[config.mk]
export PLATFORM = sky130hd
export DESIGN_NAME = mult_pipe
export DESIGN_NICKNAME = d
export VERILOG_FILES = /design/src/res_share_pkg.sv /design/src/mult_pipe.sv
export VERILOG_INCLUDE_DIRS = /design/src /design/src/src
export SDC_FILE = /design/constraint.sdc
export NUM_CORES = 1
export LEC_CHECK = 0
export BUFFER_PORTS_ARGS = -buffer_cell sky130_fd_sc_hd__clkbuf_2
export CAP_MARGIN = 20
export CORE_MARGIN = 2
export CORE_UTILIZATION = 50
export CTS_CLUSTER_SIZE = 24
export DETAILED_ROUTE_END_ITERATION = 7
export GPL_TIMING_DRIVEN = 1
export HOLD_SLACK_MARGIN = 0.15
export PLACE_DENSITY_LB_ADDON = 0.08
export SLEW_MARGIN = 25
export SYNTH_ARGS = -nofsm -noshare
export SYNTH_HDL_FRONTEND = slang
export SYNTH_SLANG_ARGS = --single-unit
[constraint.sdc]
create_clock -name i_clk -period 5 [get_ports i_clk]
set_input_delay 0.25 -clock i_clk [delete_from_list [all_inputs] [get_ports i_clk]]
set_output_delay 0.25 -clock i_clk [all_outputs]
set_load 0.01 [all_outputs]
[src/res_share_config.svh]
// Shared multiplier configuration
`ifndef RES_SHARE_CONFIG_SVH
`define RES_SHARE_CONFIG_SVH

// Number of clients sharing the multiplier
`define RS_NUM_IN 4

// Width of each multiplier operand
`define RS_DAT_BITS 16

// Width of the control word that travels with every request
`define RS_CTL_BITS 8

// Lowest bit of the client tag inside the control word
`define RS_TAG_LSB 0

// Multiplier latency in cycles, must be 2 or more
`define RS_MUL_STAGES 3

// Register stages in front of the arbiter, per client
`define RS_PIPE_IN 1

// Register stages after the tag demux, per client
`define RS_PIPE_OUT 1

// 0 gives round robin, 1 gives fixed priority with the lowest index first
`define RS_PRIORITY 0

`endif
[src/res_share_pkg.sv]
// Shared multiplier types
`include "res_share_config.svh"

package res_share_pkg;

  localparam int DAT_W  = `RS_DAT_BITS;   // Operand width
  localparam int CTL_W  = `RS_CTL_BITS;   // Control word width
  localparam int PROD_W = 2 * DAT_W;      // Full product width

  // Tag width follows the client count, never below one bit
  localparam int TAG_W = (`RS_NUM_IN > 1) ? $clog2(`RS_NUM_IN) : 1;

  // One request beat toward the multiplier
  typedef struct packed {
    logic [DAT_W-1:0] a;    // First operand
    logic [DAT_W-1:0] b;    // Second operand
    logic [CTL_W-1:0] ctl;  // Carried through untouched apart from the tag
  } req_t;

  // One response beat coming back from the multiplier
  typedef struct packed {
    logic [PROD_W-1:0] prod;  // a times b
    logic [CTL_W-1:0]  ctl;   // Control word of the matching request
  } rsp_t;

endpackage

[src/mult_pipe.sv]
// Pipelined shared multiplier
`timescale 1ns/1ps
`include "res_share_config.svh"

module mult_pipe
  import res_share_pkg::*;
(
  input  logic i_clk,
  input  logic i_arst_n,
  input  req_t i_req,
  input  logic i_val,
  output logic o_rdy,
  output rsp_t o_rsp,
  output logic o_val,
  input  logic i_rdy
);

  localparam int STAGES = `RS_MUL_STAGES;
  localparam int HALF   = DAT_W / 2;     // Split point of operand b
  localparam int PP_W   = DAT_W + HALF;  // Width of one partial product
  localparam int TAIL   = STAGES - 1;    // Stages after the partial products

  logic             en;          // Single enable for every stage
  logic             pp_val_q;
  logic [PP_W-1:0]  pp_lo_q;     // a times the low half of b
  logic [PP_W-1:0]  pp_hi_q;     // a times the high half of b
  logic [CTL_W-1:0] pp_ctl_q;
  rsp_t             tail_q [TAIL];
  logic [TAIL-1:0]  tail_val_q;

  // The whole pipe freezes while its last stage is full and not taken
  assign en    = ~tail_val_q[TAIL-1] | i_rdy;
  assign o_rdy = en;
  assign o_rsp = tail_q[TAIL-1];
  assign o_val = tail_val_q[TAIL-1];

  always_ff @(posedge i_clk or negedge i_arst_n) begin
    if (!i_arst_n) begin
      pp_val_q   <= 1'b0;
      tail_val_q <= '0;
    end else if (en) begin
      pp_val_q      <= i_val;
      tail_val_q[0] <= pp_val_q;
      for (int k = 1; k < TAIL; k++) begin
        tail_val_q[k] <= tail_val_q[k-1];
      end
    end
  end

  always_ff @(posedge i_clk) begin
    if (en) begin
      // First stage forms two narrow partial products
      pp_lo_q  <= i_req.a * i_req.b[HALF-1:0];
      pp_hi_q  <= i_req.a * i_req.b[DAT_W-1:HALF];
      pp_ctl_q <= i_req.ctl;
      // Second stage adds them back up with the high half shifted
      tail_q[0].prod <= PROD_W'(pp_lo_q) + (PROD_W'(pp_hi_q) << HALF);
      tail_q[0].ctl  <= pp_ctl_q;
      for (int k = 1; k < TAIL; k++) begin
        tail_q[k] <= tail_q[k-1];  // Extra latency stages just delay
      end
    end
  end

endmodule

==> impl_metrics.yaml <==
outcome:
  outcome: "complete, no violations"
worst_setup_path:
  end_of_the_critical_path: "pp_lo_q[21]"
  worst_flop_to_flop_path_startpoint: "pp_lo_q[8]"
  worstPathMaxFanout: 16
  worst_ep_arrival_time_ps: 4640
  worstSetupStartpoint: "i_req[28]"
  startpoint_type: "input port"
  worst_case_register_to_register_setup_slack_ps: 2100
  worstSetupPathType: "in2reg"
  timing.rr.end: "tail_q[0][38]"
  worstRegToRegCells: 10
  cp.required_ps: 5160
  timing.critical_path.to_type: "flip-flop"
global_route:
  globalRouteTotalUtil: 0.1985
  maximum_number_of_pins_on_one_net_before_global_route_repair: 55
  first_global_vias: 9045
  globalRouteOverflowTotal: 0
  antenna_found_initial: 0
  first_pass_grt_wire_length_um: 45140
sta:
  max-slew-margin-rel: 0.5392
  final-hold-violation-count: 0
  finalCriticalPeriod_ps: 4479
  layout_worst_path_cycle_share: 0.8958
  transition_at_the_pin_with_the_smallest_max_transition_slack_ps: 690.9
  final.setup.worst_slack_ps: 520.9
  worst_hold_slack_ps: 177.2
  final_setup_skew_ps: 10.33
  final-max-slew-violation-count: 0
  fmax_ghz: 0.2233
  finalSetupTns_ps: 0
  setup-violations-final: 0
  grt_setup_unrepaired: "false"
synthesis:
  synth_async_sr_flop_share: 0.02158
  ys_warn_count: 0
  synth_fp_nets: 1576
  yosys.area_share.simple: 0.1457
  post_synth_instance_area_um2: 13600
  ys.flop_type: "sky130_fd_sc_hd__edfxtp_1"
  synthXorXnorAreaFrac: 0.03607
  synth_cell_type_count: 49
  synth.largest_area_cell: "sky130_fd_sc_hd__edfxtp_1"
  post_synth_mux_area_share: 0.001656
  synth_top_area_frac: 0.3004
  netlist_top_cells_area: "sky130_fd_sc_hd__edfxtp_1, sky130_fd_sc_hd__fa_1, sky130_fd_sc_hd__and2_1"
  synth.avg_cell_area_um2: 10.80
  yosysSeqAreaShare: 0.3059
  synth_area_in_compound_gates: 0.07785
  combinational_family_with_the_most_area_after_synthesis: "adder cells"
  syn_inst: 1259
  ys_ff_latch: 139
  synth-edff-count: 136
  synth_adder_area_share: 0.3445
finish:
  antenna_cells_inserted: 0
  fraction_of_layout_cells_with_a_size_suffix_above_1: 0.1175
  syn_to_final_growth_pct: 9.671
  design.final.nets: 1640
route:
  vias_per_cell: 5.098
  detail_route.drc_violations: 0
  via_count: 8550
  postRouteWirelength_um: 26690
  drt.antenna.violating_nets: 0
  pre_antenna_drt_iters: 5
  drt_iter0_markers: 439
  routedWlPerCell_um: 15.92
worst_hold_path:
  timing.hold.worst.class: "in2async"
power_and_ir_drop:
  net_switching_fraction_of_the_power: 0.4163
  seq_power_share: 0.267
  max-vdd-ir-drop_uv: 231.1
  internal_power_component_mw: 4.912
  p_total_mw: 8.415
  p_per_area_nw_per_um2: 564.3
  comb_power_share: 0.588
  static-leakage-power_nw: 6.983
  p_switching_mw: 3.503
  clkPwrFrac: 0.145
clock_tree:
  clock_latency_ps: 410
  tritoncts: "done"
  cts.sinks: 139
  ctsHoldBuffers: 10
  cts-htree-levels: 4
  cts_buffer_count: 17
  root_buffer: "sky130_fd_sc_hd__clkbuf_16"
  clock_slew_seen_by_the_registers_of_the_worst_setup_and_hold_paths_ps: 70
  cts-resized-gates: 0
  clock_path_buffers: 2
  post_cts.repair.setup_buffers: 0
die:
  die_h_um: 168.9
  rows: 60
  die_area_um2: 28530
  core_area_um2: 26800
  top_level_ports: 86
  initial_core_util: 0.5073
  die-width_um: 168.9
place:
  preCtsSetupSlack_ps: 82.46
  number_of_buffers_inserted_by_port_buffering: 85
  routabilityCongestion: 0.8607
  dpl.hpwl_um: 21390
flow_run:
  maxCapViolCount: 0
## critical path: stages
cell	delay, ps
sky130_fd_sc_hd__clkbuf_2	290
sky130_fd_sc_hd__nand2_1	130
sky130_fd_sc_hd__fa_1	500
sky130_fd_sc_hd__fa_1	550
sky130_fd_sc_hd__inv_1	50
sky130_fd_sc_hd__fa_1	480
sky130_fd_sc_hd__inv_1	50
sky130_fd_sc_hd__fa_1	470
sky130_fd_sc_hd__inv_1	40
sky130_fd_sc_hd__ha_1	310
sky130_fd_sc_hd__o21a_1	120
sky130_fd_sc_hd__o31a_1	120
sky130_fd_sc_hd__o41a_1	370
sky130_fd_sc_hd__a2111oi_4	480
sky130_fd_sc_hd__o21ai_2	130
sky130_fd_sc_hd__a31oi_1	210
sky130_fd_sc_hd__xnor2_1	80
## metrics by stage
| stage | util | instance area [µm²] | instances |
|---|---|---|---|
| after global routing | 0.5564 | 14910 | 1677 |
| after CTS | 0.5564 | 14910 | 1677 |
| final | 0.5564 | 14910 | 1677 |
| after floorplan | - | 13600 | 1259 |
| after global placement | 0.5309 | 14230 | 1635 |
| after detailed placement | 0.5309 | 14230 | 1635 |
## Yosys cell counts (9+ instances only)
| library cell | number |
|---|---|
| sky130_fd_sc_hd__nand2b_1 | 10 |
| sky130_fd_sc_hd__ha_1 | 104 |
| sky130_fd_sc_hd__clkbuf_1 | 38 |
| sky130_fd_sc_hd__o21a_1 | 15 |
| sky130_fd_sc_hd__o21ai_0 | 19 |
| sky130_fd_sc_hd__a21o_1 | 23 |
| sky130_fd_sc_hd__buf_4 | 40 |
| sky130_fd_sc_hd__xor2_1 | 17 |
| sky130_fd_sc_hd__nand2_1 | 58 |
| sky130_fd_sc_hd__fa_1 | 169 |
| sky130_fd_sc_hd__a31oi_1 | 9 |
| sky130_fd_sc_hd__and2_1 | 222 |
| sky130_fd_sc_hd__edfxtp_1 | 136 |
| sky130_fd_sc_hd__a21oi_1 | 52 |
| sky130_fd_sc_hd__nor2_1 | 27 |
| sky130_fd_sc_hd__inv_1 | 201 |
| sky130_fd_sc_hd__xnor2_1 | 39 |
## state kept, by name (all words and copies together), names as in the netlist
| register | count |
|---|---|
| pp_hi_q | 24 |
| tail_q | 80 |
| pp_lo_q | 24 |
| tail_val_q | 2 |
| pp_ctl_q | 8 |
| pp_val_q | 1 |
## power by group through the flow
stage	clock network, mW	logic, mW	registers [mW]
6_report	1.22	4.95	2.24
5_1_grt	1.30	5.57	2.30
4_1_cts	1.26	4.96	2.25
3_5_place_dp	0	4.91	2.27
3_3_place_gp	0	4.88	2.26
2_1_floorplan	0	3.81	2.25
## layout make-up
type	count	area [µm²]
inverter	201	754.5
tap	341	426.7
multi-input combinational	840	8244
clock buffer	17	425.4
clock inverter	15	158.9
sequential	139	4159
fill	2355	11890
timing repair buffer	124	743.2
## placed cells by master (no fill, tap or decap), types with 7 or more instances in the layout
master | synthesis | routed
sky130_fd_sc_hd__o21ai_0 | 19 | 19
sky130_fd_sc_hd__dlygate4sd3_1 | 0 | 10
sky130_fd_sc_hd__a31oi_1 | 9 | 9
sky130_fd_sc_hd__nand2_1 | 58 | 58
sky130_fd_sc_hd__clkbuf_16 | 0 | 17
sky130_fd_sc_hd__xor2_1 | 17 | 17
sky130_fd_sc_hd__o21a_1 | 15 | 15
sky130_fd_sc_hd__and2_1 | 222 | 222
sky130_fd_sc_hd__o21ai_1 | 7 | 7
sky130_fd_sc_hd__xnor2_1 | 39 | 39
sky130_fd_sc_hd__inv_1 | 201 | 201
sky130_fd_sc_hd__ha_1 | 104 | 104
sky130_fd_sc_hd__a21oi_1 | 52 | 52
sky130_fd_sc_hd__clkbuf_2 | 0 | 85
sky130_fd_sc_hd__nand3_1 | 7 | 7
sky130_fd_sc_hd__edfxtp_1 | 136 | 136
sky130_fd_sc_hd__buf_4 | 40 | 29
sky130_fd_sc_hd__nor2_1 | 27 | 27
sky130_fd_sc_hd__nand2b_1 | 10 | 9
sky130_fd_sc_hd__fa_1 | 169 | 169
sky130_fd_sc_hd__a21o_1 | 23 | 23
## metal layers
metal,vias to the layer above,share of wire,track usage
met4,0,0.013,0.04460
met1,4238,0.49,0.2752
met2,140,0.48,0.3407
met3,21,0.022,0.01917
li1,4151,-,-
met5,-,0,0
## worst min path at each step
stage / to / slack [ps]
2_1_floorplan: pp_val_q / -50
3_3_place_gp: pp_val_q / 50
3_5_place_dp: pp_val_q / 50
4_1_cts: pp_val_q / 160
5_1_grt: tail_val_q[1] / 180
6_report: pp_val_q / 180
## logic make-up after synthesis
family,count (synthesis)
multiplexers,2
flip-flops,139
adder cells (fa/ha/maj),273
buffers and inverters,280
AND/OR/NAND/NOR,350
AO/OA/AOI/OAI,159
XOR/XNOR,56
(Power assumes the default switching activity.)
